## src/trace_pkg.sv

```systemverilog
// ==================================================
// trace capture package
// sizes, match rules, trigger settings and the
// capture record shared by the trace front end
// ==================================================

package trace_pkg;

   // trace port and match buffer
   localparam int NIBBLE_WIDTH = 4;
   localparam int BUFFER_BYTES = 8;
   localparam int BUFFER_WIDTH = BUFFER_BYTES * 8;

   // pattern rules
   localparam int NUM_RULES = 8;
   localparam int RULE_INDEX_WIDTH = $clog2(NUM_RULES);
   localparam int HIT_COUNT_WIDTH = 8;   // saturates at 255

   // capture and trigger counters
   localparam int TIMESTAMP_WIDTH = 16;
   localparam int TRIG_DELAY_WIDTH = 16;
   localparam int TRIG_WIDTH_WIDTH = 16;

   // one pattern/mask rule, 130 bits
   typedef struct packed {
      logic [BUFFER_WIDTH-1:0] pattern;
      logic [BUFFER_WIDTH-1:0] mask;         // 1 = bit is compared
      logic                    enable;
      logic                    trig_enable;  // hit may fire the trigger
   } match_rule_t;

   // trigger pulse settings, 32 bits
   typedef struct packed {
      logic [TRIG_DELAY_WIDTH-1:0] trig_delay;  // cycles after hit, minus one
      logic [TRIG_WIDTH_WIDTH-1:0] trig_width;  // 0 gives no pulse
   } trigger_cfg_t;

   // one flag per rule
   typedef logic [NUM_RULES-1:0] hit_vector_t;

   // record emitted per match, 83 bits
   typedef struct packed {
      logic [RULE_INDEX_WIDTH-1:0] rule_index;  // lowest hitting rule
      logic [TIMESTAMP_WIDTH-1:0]  timestamp;   // cycles since arm
      logic [BUFFER_WIDTH-1:0]     match_bytes;
   } capture_record_t;

   // byte order in the buffer
   // bits 7:0 hold the newest byte, bits 63:56 the oldest
   // a byte is {high nibble, low nibble}, low nibble first on the port

endpackage

```

## src/capture_record_gen.sv

```systemverilog
// ==================================================
// capture record generator
// timestamp since arm and one record per match
// ==================================================

`timescale 1ns/1ps

module capture_record_gen (
   input  logic                               trace_clk,
   input  logic                               reset,
   input  logic                               arm,
   input  trace_pkg::hit_vector_t             hits,
   input  logic [trace_pkg::BUFFER_WIDTH-1:0] match_bytes,
   output logic                               record_valid,
   output trace_pkg::capture_record_t         record
);

   logic [trace_pkg::TIMESTAMP_WIDTH-1:0]  timestamp;
   logic [trace_pkg::RULE_INDEX_WIDTH-1:0] first_rule;

   // zero in the first armed cycle, sticks at all ones
   always_ff @(posedge trace_clk) begin
      if (reset || !arm) timestamp <= '0;
      else if (timestamp != '1) timestamp <= timestamp + 1'b1;
   end

   // priority encoder, lowest index wins
   always_comb begin
      first_rule = '0;
      for (int i = trace_pkg::NUM_RULES - 1; i >= 0; i--) begin
         if (hits[i]) first_rule = i[trace_pkg::RULE_INDEX_WIDTH-1:0];
      end
   end

   always_ff @(posedge trace_clk) begin
      if (reset || !arm) record_valid <= 1'b0;
      else record_valid <= |hits;
   end

   always_ff @(posedge trace_clk) begin
      if (|hits) begin
         record.rule_index  <= first_rule;
         record.timestamp   <= timestamp;   // time of the hit cycle
         record.match_bytes <= match_bytes;
      end
   end

   a_record_from_hit: assert property (
      @(posedge trace_clk) disable iff (reset)
      record_valid |-> ($past(hits) != '0)
   );

endmodule

```

## src/pattern_match_unit.sv

```systemverilog
// ==================================================
// pattern match unit
// masked compare of the buffer against every rule,
// registered hit vector and per rule hit counters
// ==================================================

`timescale 1ns/1ps

module pattern_match_unit (
   input  logic                                  trace_clk,
   input  logic                                  reset,
   input  logic                                  arm,
   input  logic                                  byte_valid,
   input  logic [trace_pkg::BUFFER_WIDTH-1:0]    match_buffer,
   input  trace_pkg::match_rule_t                rules [trace_pkg::NUM_RULES],
   output trace_pkg::hit_vector_t                hits,
   output logic                                  trig_hit,
   output logic [trace_pkg::BUFFER_WIDTH-1:0]    match_bytes,
   output logic [trace_pkg::HIT_COUNT_WIDTH-1:0] hit_counts [trace_pkg::NUM_RULES]
);

   trace_pkg::hit_vector_t hit_next;
   trace_pkg::hit_vector_t trig_mask;   // rules allowed to trigger

   // all rules compared in parallel
   always_comb begin
      for (int i = 0; i < trace_pkg::NUM_RULES; i++) begin
         hit_next[i] = rules[i].enable && byte_valid &&
                       (((match_buffer ^ rules[i].pattern) & rules[i].mask) == '0);
         trig_mask[i] = rules[i].trig_enable;
      end
   end

   always_ff @(posedge trace_clk) begin
      if (reset || !arm) begin
         hits     <= '0;
         trig_hit <= 1'b0;
      end else begin
         hits     <= hit_next;
         trig_hit <= |(hit_next & trig_mask);
      end
   end

   // buffer snapshot travels with the hit vector
   always_ff @(posedge trace_clk) begin
      if (byte_valid) begin
         match_bytes <= match_buffer;
      end
   end

   // saturating counters, cleared on disarm
   always_ff @(posedge trace_clk) begin
      for (int i = 0; i < trace_pkg::NUM_RULES; i++) begin
         if (reset || !arm) begin
            hit_counts[i] <= '0;
         end else if (hit_next[i] && (hit_counts[i] != '1)) begin
            hit_counts[i] <= hit_counts[i] + 1'b1;
         end
      end
   end

   // a hit only ever follows a completed byte
   a_hits_follow_byte: assert property (
      @(posedge trace_clk) disable iff (reset)
      !byte_valid |=> (hits == '0)
   );

endmodule

```

## src/trace_capture_top.sv

```systemverilog
// ==================================================
// trace capture top
// nibble decode, pattern match, trigger and capture
// record stages on the trace clock
// ==================================================

`timescale 1ns/1ps

module trace_capture_top (
   input  logic                                  trace_clk,
   input  logic                                  reset,
   input  logic [trace_pkg::NIBBLE_WIDTH-1:0]    trace_data,
   input  logic                                  arm,
   input  trace_pkg::match_rule_t                rules [trace_pkg::NUM_RULES],
   input  trace_pkg::trigger_cfg_t               trig_cfg,
   output logic                                  trig_out,
   output logic                                  record_valid,
   output trace_pkg::capture_record_t            record,
   output logic [trace_pkg::HIT_COUNT_WIDTH-1:0] hit_counts [trace_pkg::NUM_RULES]
);

   logic                               byte_valid;
   logic [trace_pkg::BUFFER_WIDTH-1:0] match_buffer;
   trace_pkg::hit_vector_t             hits;
   logic                               trig_hit;
   logic [trace_pkg::BUFFER_WIDTH-1:0] match_bytes;

   trace_nibble_decode trace_nibble_decode_i (
      .trace_clk    (trace_clk),
      .reset        (reset),
      .arm          (arm),
      .trace_data   (trace_data),
      .byte_valid   (byte_valid),
      .match_buffer (match_buffer)
   );

   pattern_match_unit pattern_match_unit_i (
      .trace_clk    (trace_clk),
      .reset        (reset),
      .arm          (arm),
      .byte_valid   (byte_valid),
      .match_buffer (match_buffer),
      .rules        (rules),
      .hits         (hits),
      .trig_hit     (trig_hit),
      .match_bytes  (match_bytes),
      .hit_counts   (hit_counts)
   );

   trigger_pulse_gen trigger_pulse_gen_i (
      .trace_clk    (trace_clk),
      .reset        (reset),
      .arm          (arm),
      .trig_hit     (trig_hit),
      .trig_cfg     (trig_cfg),
      .trig_out     (trig_out)
   );

   capture_record_gen capture_record_gen_i (
      .trace_clk    (trace_clk),
      .reset        (reset),
      .arm          (arm),
      .hits         (hits),
      .match_bytes  (match_bytes),
      .record_valid (record_valid),
      .record       (record)
   );

endmodule

```

## src/trace_nibble_decode.sv

```systemverilog
// ==================================================
// trace nibble decode
// pairs port nibbles into bytes, low nibble first,
// and shifts each byte into the match buffer
// ==================================================

`timescale 1ns/1ps

module trace_nibble_decode (
   input  logic                                 trace_clk,
   input  logic                                 reset,
   input  logic                                 arm,
   input  logic [trace_pkg::NIBBLE_WIDTH-1:0]   trace_data,
   output logic                                 byte_valid,
   output logic [trace_pkg::BUFFER_WIDTH-1:0]   match_buffer
);

   logic                               high_phase;  // next nibble completes a byte
   logic [trace_pkg::NIBBLE_WIDTH-1:0] low_nibble;

   // phase, strobe and buffer all restart when arm drops
   always_ff @(posedge trace_clk) begin
      if (reset || !arm) begin
         high_phase   <= 1'b0;
         byte_valid   <= 1'b0;
         match_buffer <= '0;
      end else begin
         high_phase <= !high_phase;
         byte_valid <= high_phase;   // one cycle, after the high nibble
         if (high_phase) begin
            // newest byte at the bottom, oldest falls off the top
            match_buffer <= {match_buffer[trace_pkg::BUFFER_WIDTH-9:0],
                             trace_data, low_nibble};
         end
      end
   end

   // holds the first half of the byte
   always_ff @(posedge trace_clk) begin
      if (!high_phase) begin
         low_nibble <= trace_data;
      end
   end

   // phase toggles every armed cycle, so bytes are at least two cycles apart
   a_byte_valid_spaced: assert property (
      @(posedge trace_clk) disable iff (reset)
      byte_valid |=> !byte_valid
   );

endmodule

```

## src/trigger_pulse_gen.sv

```systemverilog
// ==================================================
// trigger pulse generator
// one delayed trigger pulse of programmable width
// on the first trigger hit after arm
// ==================================================

`timescale 1ns/1ps

module trigger_pulse_gen (
   input  logic                    trace_clk,
   input  logic                    reset,
   input  logic                    arm,
   input  logic                    trig_hit,
   input  trace_pkg::trigger_cfg_t trig_cfg,
   output logic                    trig_out
);

   typedef enum logic [1:0] {
      S_IDLE,
      S_DELAY,
      S_PULSE,
      S_DONE
   } trig_state_t;

   trig_state_t                            state;
   logic [trace_pkg::TRIG_DELAY_WIDTH-1:0] count;   // shared by delay and width

   always_ff @(posedge trace_clk) begin
      if (reset || !arm) begin
         state <= S_IDLE;   // disarm cancels anything pending
         count <= '0;
      end else begin
         case (state)
            S_IDLE: begin
               if (trig_hit) begin
                  if (trig_cfg.trig_width == '0) begin
                     state <= S_DONE;   // zero width, nothing to drive
                  end else if (trig_cfg.trig_delay == '0) begin
                     state <= S_PULSE;
                     count <= trig_cfg.trig_width - 1'b1;
                  end else begin
                     state <= S_DELAY;
                     count <= trig_cfg.trig_delay - 1'b1;
                  end
               end
            end
            S_DELAY: begin
               if (count == '0) begin
                  state <= S_PULSE;
                  count <= trig_cfg.trig_width - 1'b1;
               end else begin
                  count <= count - 1'b1;
               end
            end
            S_PULSE: begin
               if (count == '0) state <= S_DONE;
               else count <= count - 1'b1;
            end
            default: ;   // done, later hits ignored until re-arm
         endcase
      end
   end

   assign trig_out = (state == S_PULSE);

   // pulse is gone by the cycle after disarm
   a_no_trig_disarmed: assert property (
      @(posedge trace_clk) disable iff (reset)
      !arm |=> !trig_out
   );

endmodule

```

## config.mk

```make
export PLATFORM = sky130hd
export DESIGN_NAME = trace_capture_top
export DESIGN_NICKNAME = d
export VERILOG_FILES = /design/src/trace_pkg.sv /design/src/capture_record_gen.sv /design/src/pattern_match_unit.sv /design/src/trace_capture_top.sv /design/src/trace_nibble_decode.sv /design/src/trigger_pulse_gen.sv
export SDC_FILE = /design/constraint.sdc
export NUM_CORES = 1
export LEC_CHECK = 0
export BUFFER_PORTS_ARGS = -buffer_cell sky130_fd_sc_hd__buf_2
export CAP_MARGIN = 10
export CORE_AREA = 2 2 484 486
export CTS_CLUSTER_SIZE = 12
export DETAILED_ROUTE_END_ITERATION = 7
export DIE_AREA = 0 0 486 488
export PLACE_DENSITY = 0.3
export SYNTH_ARGS = -nofsm -noshare
export SYNTH_HDL_FRONTEND = slang
export SYNTH_SLANG_ARGS = --single-unit
```

## constraint.sdc

```tcl
create_clock -name trace_clk -period 3.7 [get_ports trace_clk]
set_clock_uncertainty 0.1 [all_clocks]
set_input_delay 0.185 -clock trace_clk [delete_from_list [all_inputs] [get_ports trace_clk]]
set_output_delay 0.185 -clock trace_clk [all_outputs]
set_load 0.02 [all_outputs]
```

## Yosys cells after proc, flatten, opt, wreduce, memory -nomap -nowiden

Cells that the tools add are included.
Widths: inputs -> output; s select.

- Register bits after elaboration: 325
- Input bits: 1079
- Output and inout port bits: 149
- Logic and storage cells: 134

- $add $sub $neg: 12
- Equality and inequality tests: 16
- Multiplexer cells: 19
- Bitwise gates (word level): 17
- Reductions and logical operators: 46

Operators with widths:

| operator | count |
|---|---|
| $and 64x64->64 | 8 |
| $logic_not 64->1 | 8 |
| $xor 64x64->64 | 8 |
| $mux 16 | 5 |
| $add 8x1->8 const B | 8 |
| $ne 8x8->1 const B | 8 |
| $logic_not 16->1 | 3 |
| $pmux 16 s3 | 1 |
| $sub 16x1->16 const B | 3 |
| $logic_and 1x1->1 | 24 |
| $add 16x1->16 const B | 1 |
| $ne 16x16->1 const B | 1 |
| $reduce_or 8->1 | 2 |
| $mux 2 | 7 |
| $mux 3 | 4 |
| $and 8x8->8 | 1 |
| $reduce_and 4->1 | 2 |
| $ne 2x2->1 const B | 3 |
| $pmux 2 s3 | 1 |
| $ne 2x1->1 const B | 2 |
| $reduce_or 4->1 | 1 |
| $reduce_bool 3->1 | 1 |
| $eq 2x1->1 const B | 1 |
| $eq 2x2->1 const B | 1 |
| 5 further kinds | 6 |

## Depth between registers and ports, before layout

Gate-level depths: netlist of the first run.

- Depth after elaboration: 7
- Gate-level depth with buffers: 12
- Depth with buffers taken out: 10

## Hierarchy

Synthesis of the first run repeated with hierarchy kept, for this count alone.

- Cells, all modules: 2081
- Area total of the unflattened synthesis: 20698.6 um^2

Modules (own cells, without submodules):

| module | times used | cells an instance | area an instance (um^2) | sequential area each (um^2) |
|---|---|---|---|---|
| pattern_match_unit | 1 | 1391 | 12689.7 | 3383.2 |
| capture_record_gen | 1 | 188 | 3402.0 | 2832.7 |
| trace_nibble_decode | 1 | 217 | 2498.6 | 1441.4 |
| trigger_pulse_gen | 1 | 285 | 2108.3 | 360.3 |

## Least setup slack after synthesis of the first run

No wires, ideal clock.

- Path type: register to register
- Start: register trace_nibble_decode_i.byte_valid
- End: register pattern_match_unit_i.hit_counts[29] (netlist name)
- Library setup time: 0.116 ns
- Arrival time: 3.270 ns
- Data required time: 3.484 ns
- Setup slack: 0.214 ns
- Cell stages (with the launch flop): 10
- Path buffers: 1
- Clock period less this slack: 3.486 ns
- Cell sequence: dfxtp_1 -> buf_1 -> nand2_1 -> a21oi_1 -> nand3_1 -> nor4_1 -> nand4_2 -> nor2_2 -> a31oi_1 -> a41o_1

- Cells in the longest elaborated chain, start to end: 3

Ends and longest elaborated chain:

| what | RTL line | source |
|---|---|---|
| start, declared | trace_nibble_decode.sv:14 | `output logic byte_valid,` |
| start signal, assigned | trace_nibble_decode.sv:29 | `byte_valid <= high_phase;` |
| $logic_and 1x1->1 (2 in series) | pattern_match_unit.sv:28 | `hit_next[i] = rules[i].enable && byte_valid &&` |
| $logic_and 1x1->1 | pattern_match_unit.sv:56 | `end else if (hit_next[i] && (hit_counts[i] != '1)) begin` |
| end signal, assigned by index | pattern_match_unit.sv:57 | `hit_counts[i] <= hit_counts[i] + 1'b1;` |
| end, declared | pattern_match_unit.sv:19 | `output logic [trace_pkg::HIT_COUNT_WIDTH-1:0] hit_counts [trace_pkg::NUM_RULES]` |

Every way passes these cells.
A chain may end at the register's enable or synchronous reset.

## Worst setup path in the final report of the first run

- Start: register trace_nibble_decode_i.match_buffer[44] (netlist name)
- End: register pattern_match_unit_i.hit_counts[63] (netlist name)

- Cells in the longest elaborated chain, start to end: 5

Ends and longest elaborated chain:

| what | RTL line | source |
|---|---|---|
| start, declared | trace_nibble_decode.sv:15 | `output logic [trace_pkg::BUFFER_WIDTH-1:0] match_buffer` |
| start signal, assigned | trace_nibble_decode.sv:32 | `match_buffer <= {match_buffer[trace_pkg::BUFFER_WIDTH-9:0],` |
| $xor 64x64->64 | pattern_match_unit.sv:29 | `(((match_buffer ^ rules[i].pattern) & rules[i].mask) == '0);` |
| $and 64x64->64 | pattern_match_unit.sv:29 |  |
| $logic_not 64->1 | pattern_match_unit.sv:29 |  |
| $logic_and 1x1->1 | pattern_match_unit.sv:28 |  |
| $logic_and 1x1->1 | pattern_match_unit.sv:56 |  |

Every way passes these cells.

==> impl_metrics.tcl, run 1 <==
set metrics [dict create \
    outcome "complete, but fails checks" \
    failed_checks "negative setup slack" \
    startpoint_type "flip-flop" \
    floorplan.initialDensity_pct 9.50 \
    grt_pass1_vias 27400 \
    cp.required_ns 4.12 \
    fp.dieArea_um2 237000 \
    n_fill_cell 26600 \
    reg2regPathDepth 11 \
    port_buffers 1227 \
    worst_slew_pin_slew_ns 1.09 \
    drt_first_iter_violations 2092 \
    fin_crit_sh_pct 102 \
    layout-drive-gt1-share_pct 42.9 \
    critPathCaptureType "flip-flop" \
    final_cell_mix "buf_2 (1227), xor2_1 (535), a22oi_1 (359)" \
    ys_seq_area_share_pct 36.4 \
    cts-root-buf "clkbuf_16" \
    yosysTopAreaCell "xor2_1" \
    post-route-min-period_ns 3.77 \
    clock-sinks 325 \
    cp_max_fo 7 \
    fmax_ghz 0.265 \
    overflow 0 \
    synth_fp_nets 3425 \
    setup_slack_ns -0.0738 \
    place_congestion 0.964 \
    antenna_found_initial 129 \
    p_int_mw 7.81 \
    netlist_instances 2329 \
    ys_ff_latch 325 \
    rr_startpoint "trace_nibble_decode_i.match_buffer[44]$_SDFFE_PP0P_" \
    numCtsBuffers 50 \
    die_x_um 486 \
    syn_area_um2 22000 \
    grt_max_degree 51 \
    min_path_cells 5 \
    grt_pass1_wl_um 326000 \
    yosysUniqueCellTypes 77 \
    path_clk_slew_ns 0.06 \
    maxSlewViolCount 0 \
    cts_max_path_buffers 3 \
    seq_area_um2 8130 \
    swShare_pct 30.9 \
    setup_viol 5 \
    viasPerCell 3.92 \
    rsz0062_at_grt "false" \
    fin_setup_tns_ns -0.255 \
    comb_power_share_pct 18.8 \
    antenna_left 0 \
    dp.cells 6689 \
    async_reset_ff_share_pct 0 \
    syn2layout_area_growth_pct 62.3 \
    boundaryPins 1228 \
    num_vias 26900 \
    nets 4832 \
    rows 177 \
    drt_pass1_iterations 6 \
    dpl.hpwl_um 232000 \
    hold_path.class "input port to flip-flop" \
    p_clk_share_pct 47.8 \
    wirelength_um 268000 \
    core_area_um2 232000 \
    fin_cells 6868 \
    arrival_ns 4.19 \
    crit_type "flip-flop to flip-flop" \
    ys_warn_count 0 \
    p_seq_share_pct 33.4 \
    final_design_area_no_fill_um2 35800 \
    ys_top_cells_by_area "xor2_1 (21%), edfxtp_1 (21%), dfxtp_1 (16%)" \
    synth_ff_type "dfxtp_1" \
    min_to "trigger_pulse_gen_i.count[10]$_SDFFE_PP0P_" \
    peakVddDrop_uv 315 \
    h-tree-depth 2 \
    drc 0 \
    finalPower_mw 11.3 \
    placed_cell_area_um2 33400 \
    synth_edf_count 151 \
    multi_input_area_um2 13400 \
    power_switching_mw 3.50 \
    max-slew-margin-rel_pct 26.5 \
    utilization_pct 15.4 \
    reg2reg_slack_ns -0.07 \
    clock_latency_ns 0.67 \
    powerDensity_nw_per_um2 316 \
    track_usage_pct 21.7 \
    layout_commonest_cell "buf_2" \
    hold_viol_final 0 \
    rr_endpoint "pattern_match_unit_i.hit_counts[63]$_SDFFE_PP0P_" \
    synthDominantCellAreaShare_pct 21.3 \
    cellLeakagePower_nw 16.1 \
    die_y_um 488 \
    avgRoutedWirePerCell_um 39.0 \
    cts_tree "yes" \
    maxCapViolCount 0 \
    syn_avg_cell_area_um2 9.46 \
    worstHoldStart "trig_cfg[26]" \
]
per-stage QoR:
stage               hold WS, ns  worst slack, ns
floorplan                 0.184            0.214
global placement          0.295            -1.13
detailed placement        0.297            -1.08
CTS                     0.00648           0.0114
global route             0.0687          0.00725
finish                   0.0966          -0.0738
synth_stat cells (4+ instances only):
library cell and count:
buf_2 40, mux2i_1 80, ha_1 17, nor2b_1 11, o22ai_1 11, a31oi_1 15, a222oi_1 4, nor4_1 25
buf_4 19, clkbuf_1 27, o21ai_1 17, nand2b_1 10, a211oi_1 9, o211ai_1 5, xor2_1 535, nor2_1 170
nor4b_1 4, nor3_1 41, nand4_1 105, and3_1 15, nor4b_2 4, o21ai_0 25, a21oi_1 46, and4_1 5
edfxtp_1 151, nand2_1 140, xnor2_1 34, dfxtp_1 174, a31o_2 5, inv_1 28, nor2_2 4, buf_1 8
or4_1 5, or3_1 11, nand3_1 81, a22oi_1 363, nor3b_1 9, buf_6 12
layer usage:
layer | GRT usage (%) | share of wire, % | vias up
met4 | 8.39 | 4.4 | 66
met1 | 25.8 | 40 | 13400
met3 | 4.32 | 6.3 | 368
met5 | 0 | 0.17 | -
met2 | 38.3 | 49 | 1494
li1 | - | - | 11600
cell families after synthesis:
| kind of cell | after synthesis | share of synthesized area [%] |
|---|---|---|
| AOI/OAI and AO/OA | 538 | 17.6 |
| buffers and inverters | 134 | 3.24 |
| xor gates and xnor gates | 569 | 22.6 |
| and+or+nand+nor | 665 | 15.5 |
| muxes | 81 | 3.69 |
| DFF | 325 | 36.4 |
| adders and majority gates | 17 | 0.965 |
how the worst max path moves through the flow:
stage / start / end / slack, ns / cells past startpoint
final: trace_nibble_decode_i.match_buffer[44]$_SDFFE_PP0P_ / pattern_match_unit_i.hit_counts[63]$_SDFFE_PP0P_ / -0.07 / 11
after global routing: trace_nibble_decode_i.match_buffer[42]$_SDFFE_PP0P_ / pattern_match_unit_i.trig_hit$_SDFF_PP0_ / 0.007 / 9
after CTS: trace_nibble_decode_i.match_buffer[60]$_SDFFE_PP0P_ / pattern_match_unit_i.trig_hit$_SDFF_PP0_ / 0.01 / 10
after detailed placement: trace_nibble_decode_i.match_buffer[40]$_SDFFE_PP0P_ / pattern_match_unit_i.hit_counts[63]$_SDFFE_PP0P_ / -1.08 / 10
after global placement: trace_nibble_decode_i.match_buffer[40]$_SDFFE_PP0P_ / pattern_match_unit_i.hit_counts[63]$_SDFFE_PP0P_ / -1.13 / 10
after floorplan: trace_nibble_decode_i.byte_valid$_SDFF_PP0_ / pattern_match_unit_i.hit_counts[29]$_SDFFE_PP0P_ / 0.21 / 9
state kept, by name, indices dropped and copies added, names as in the netlist:
signal,flops
pattern_match_unit_i.hit_counts,64
pattern_match_unit_i.trig_hit,1
trigger_pulse_gen_i.count,16
capture_record_gen_i.record,83
capture_record_gen_i.record_valid,1
trace_nibble_decode_i.match_buffer,64
trace_nibble_decode_i.byte_valid,1
trigger_pulse_gen_i.state,2
capture_record_gen_i.timestamp,16
trace_nibble_decode_i.high_phase,1
pattern_match_unit_i.hits,8
trace_nibble_decode_i.low_nibble,4
pattern_match_unit_i.match_bytes,64
worst max-delay path, cell delays in order (launching register included):
cell and delay, ns:
dfxtp_4 0.40, buf_12 0.17, xor2_1 0.22, a22oi_2 0.46
nand4_1 0.70, nor4_4 0.43, buf_12 0.18, nand3_2 0.14
buf_12 0.21, nor4_4 0.29, xnor2_1 0.17, nor2_1 0.06
power groups by stage:
stage          logic (mW)  clock network [mW]  registers (mW)
6_report             2.13                5.41            3.78
5_1_grt              2.22                5.73            3.78
4_1_cts              2.15                5.67            3.78
3_5_place_dp         2.11                   0            3.86
3_3_place_gp         2.14                   0            3.86
2_1_floorplan       0.619                   0            3.84
timing repair:
| item | CTS | global route |
|---|---|---|
| pin swaps | 4 | 4 |
| resized for setup | 15 | 7 |
| hold buffers | 34 | 0 |
| endpoints found under the hold margin | 32 | 0 |
| endpoints found under the setup margin | 30 | 5 |
| buffers inserted | 4 | 0 |
area by class of cell:
type | count | share of cell area, %
timing repair buffer | 1461 | 23.5
inverter | 28 | 0.294
sequential | 325 | 22.7
antenna | 47 | 0.329
tap | 3043 | 10.6
clock inverter | 29 | 1.16
multi-input combinational | 1870 | 37.4
clock buffer | 65 | 3.85
Power figures use the tool's default switching activity.
==> run 2: changes to the inputs <==
clock period = 3.4 ns   (was 3.7 ns; I/O delays follow)
==> run 2 against run 1 <==
Net effect:
- the run now ends clean
- non-clock buffer count increased by 89
- flip-flop and latch count unchanged
- die area is the same
- utilization up 0.37 points
- first-iteration DRC count is 6.0% lower
- largest cell class unchanged
- highest routed layer unchanged
==> impl_metrics.tcl, run 2 (synthesis results as in run 1) <==
set metrics [dict create \
    clock-sinks 325 \
    fin_cells 6963 \
    utilization_pct 15.8 \
    reg2regPathDepth 11 \
    place_congestion 0.964 \
    finalPower_mw 11.7 \
    power_switching_mw 3.63 \
    avgRoutedWirePerCell_um 36.8 \
    die_y_um 488 \
    path_clk_slew_ns 0.06 \
    clock_latency_ns 0.69 \
    setup_slack_ns 0.0955 \
    cts-root-buf "clkbuf_16" \
    floorplan.initialDensity_pct 9.50 \
    final_design_area_no_fill_um2 36600 \
    rr_startpoint "trace_nibble_decode_i.match_buffer[60]$_SDFFE_PP0P_" \
    startpoint_type "flip-flop" \
    core_area_um2 232000 \
    dp.cells 6728 \
    layout_commonest_cell "buf_2" \
    antenna_found_initial 156 \
    setup_viol 0 \
    dp_slack_ns -0.873 \
    cp.required_ns 3.91 \
    powerDensity_nw_per_um2 319 \
    num_vias 27000 \
    grt_max_degree 77 \
    cts_max_path_buffers 3 \
    comb_power_share_pct 19.3 \
    min_path_cells 7 \
    cp_max_fo 6 \
    h-tree-depth 2 \
    p_int_mw 8.07 \
    n_fill_cell 26500 \
    maxCapViolCount 0 \
    track_usage_pct 20.8 \
    layout-drive-gt1-share_pct 43.2 \
    rows 177 \
    cellLeakagePower_nw 16.5 \
    fmax_ghz 0.303 \
    grt_pass1_vias 27300 \
    port_buffers 1227 \
    dpl.hpwl_um 222000 \
    drt_first_iter_violations 1966 \
    maxSlewViolCount 0 \
    worstHoldStart "rules[538]" \
    hold_viol_final 0 \
    grt_pass1_wl_um 314000 \
    largest_reg_flops 83 \
    p_seq_share_pct 35.0 \
    max-slew-margin-rel_pct 27.3 \
    boundaryPins 1228 \
    holdWs_ns 0.0699 \
    post-route-min-period_ns 3.30 \
    rsz0062_at_grt "false" \
    wirelength_um 256000 \
    antenna_left 0 \
    rr_endpoint "pattern_match_unit_i.trig_hit$_SDFF_PP0_" \
    viasPerCell 3.87 \
    worst_slew_pin_slew_ns 1.09 \
    fin_crit_sh_pct 97.2 \
    p_clk_share_pct 45.7 \
    die_x_um 486 \
    placed_cell_area_um2 33900 \
    drc 0 \
    hold_path.class "input port to flip-flop" \
    min_to "pattern_match_unit_i.hits[3]$_SDFF_PP0_" \
    peakVddDrop_uv 330 \
    arrival_ns 3.82 \
    drt_pass1_iterations 5 \
    critPathCaptureType "flip-flop" \
    numCtsBuffers 50 \
    regMostFlops "capture_record_gen_i.record" \
    nets 4921 \
    fin_setup_tns_ns 0 \
    swShare_pct 31.1 \
    cts_tree "yes" \
    reg2reg_slack_ns 0.1 \
    crit_type "flip-flop to flip-flop" \
    fp.dieArea_um2 237000 \
    overflow 0 \
    final_cell_mix "buf_2 (1227), xor2_1 (533), a22oi_1 (357)" \
    outcome "finished, final reports clean" \
    syn2layout_area_growth_pct 66.3 \
]
## run 2: cell types whose count changed in the layout (fill, tap and decap cells not counted), sizes merged
cell / before / now
clkinv: 16 / 22
clkinvlp: 3 / 5
bufinv: 9 / 3
diode: 47 / 53
inv: 29 / 31
clkbuf: 65 / 61
dlygate4sd3: 34 / 82
buf: 1427 / 1468
## run 2: power by group through the flow
stage / clock network (mW) / logic [mW] / registers, mW
after floorplan: 0 / 0.674 / 4.17
after global routing: 5.72 / 2.37 / 4.10
after CTS: 5.61 / 2.27 / 4.11
after detailed placement: 0 / 2.16 / 4.20
final: 5.34 / 2.26 / 4.10
after global placement: 0 / 2.19 / 4.20
## run 2: worst max path at each step
stage                                                                   start                                                to  depth (start not counted)
after CTS                 trace_nibble_decode_i.match_buffer[27]$_SDFFE_PP0P_  pattern_match_unit_i.hit_counts[18]$_SDFFE_PP0P_                         10
after detailed placement  trace_nibble_decode_i.match_buffer[60]$_SDFFE_PP0P_          pattern_match_unit_i.trig_hit$_SDFF_PP0_                         11
final                     trace_nibble_decode_i.match_buffer[60]$_SDFFE_PP0P_          pattern_match_unit_i.trig_hit$_SDFF_PP0_                         11
after global routing      trace_nibble_decode_i.match_buffer[60]$_SDFFE_PP0P_          pattern_match_unit_i.trig_hit$_SDFF_PP0_                         11
after global placement    trace_nibble_decode_i.match_buffer[60]$_SDFFE_PP0P_          pattern_match_unit_i.trig_hit$_SDFF_PP0_                         11
after floorplan                       pattern_match_unit_i.hits[5]$_SDFF_PP0_          capture_record_gen_i.record[0]$_DFFE_PP_                          2
## run 2: cell type report
type                       instances  area (um2)  share of cell area, %
multi-input combinational       1870       13400                   36.7
clock inverter                    33         275                  0.751
clock buffer                      61        1340                   3.67
antenna                           53         133                  0.362
inverter                          28         105                  0.287
timing repair buffer            1550        9400                   25.7
sequential                       325        8130                   22.2
tap                             3043        3810                   10.4
## run 2: critical path, stage by stage (launching register included)
cell and delay, ns:
dfxtp_2 0.34, buf_8 0.24, xor2_1 0.12, a22oi_2 0.42
buf_4 0.28, nand4_1 0.09, or4_1 0.55, nor4_4 0.43
buf_4 0.19, and3_1 0.21, a41oi_1 0.07, a31oi_1 0.18
## run 2: metal layers
| metal | vias to the layer above | part of all wire [%] | GRT usage (%) |
|---|---|---|---|
| met3 | 422 | 6.5 | 4.59 |
| met1 | 13300 | 40 | 24.6 |
| met2 | 1387 | 49 | 36.4 |
| met5 | - | 0.16 | 0 |
| li1 | 11800 | - | - |
| met4 | 68 | 4.6 | 7.86 |
## run 2: repair_timing
| item | in CTS | in global routing |
|---|---|---|
| pin swaps | 4 | 1 |
| hold endpoints to repair | 51 | 0 |
| gates resized for setup | 25 | 12 |
| setup endpoints to repair | 40 | 20 |
| setup buffers | 3 | 3 |
| hold buffers | 82 | 0 |
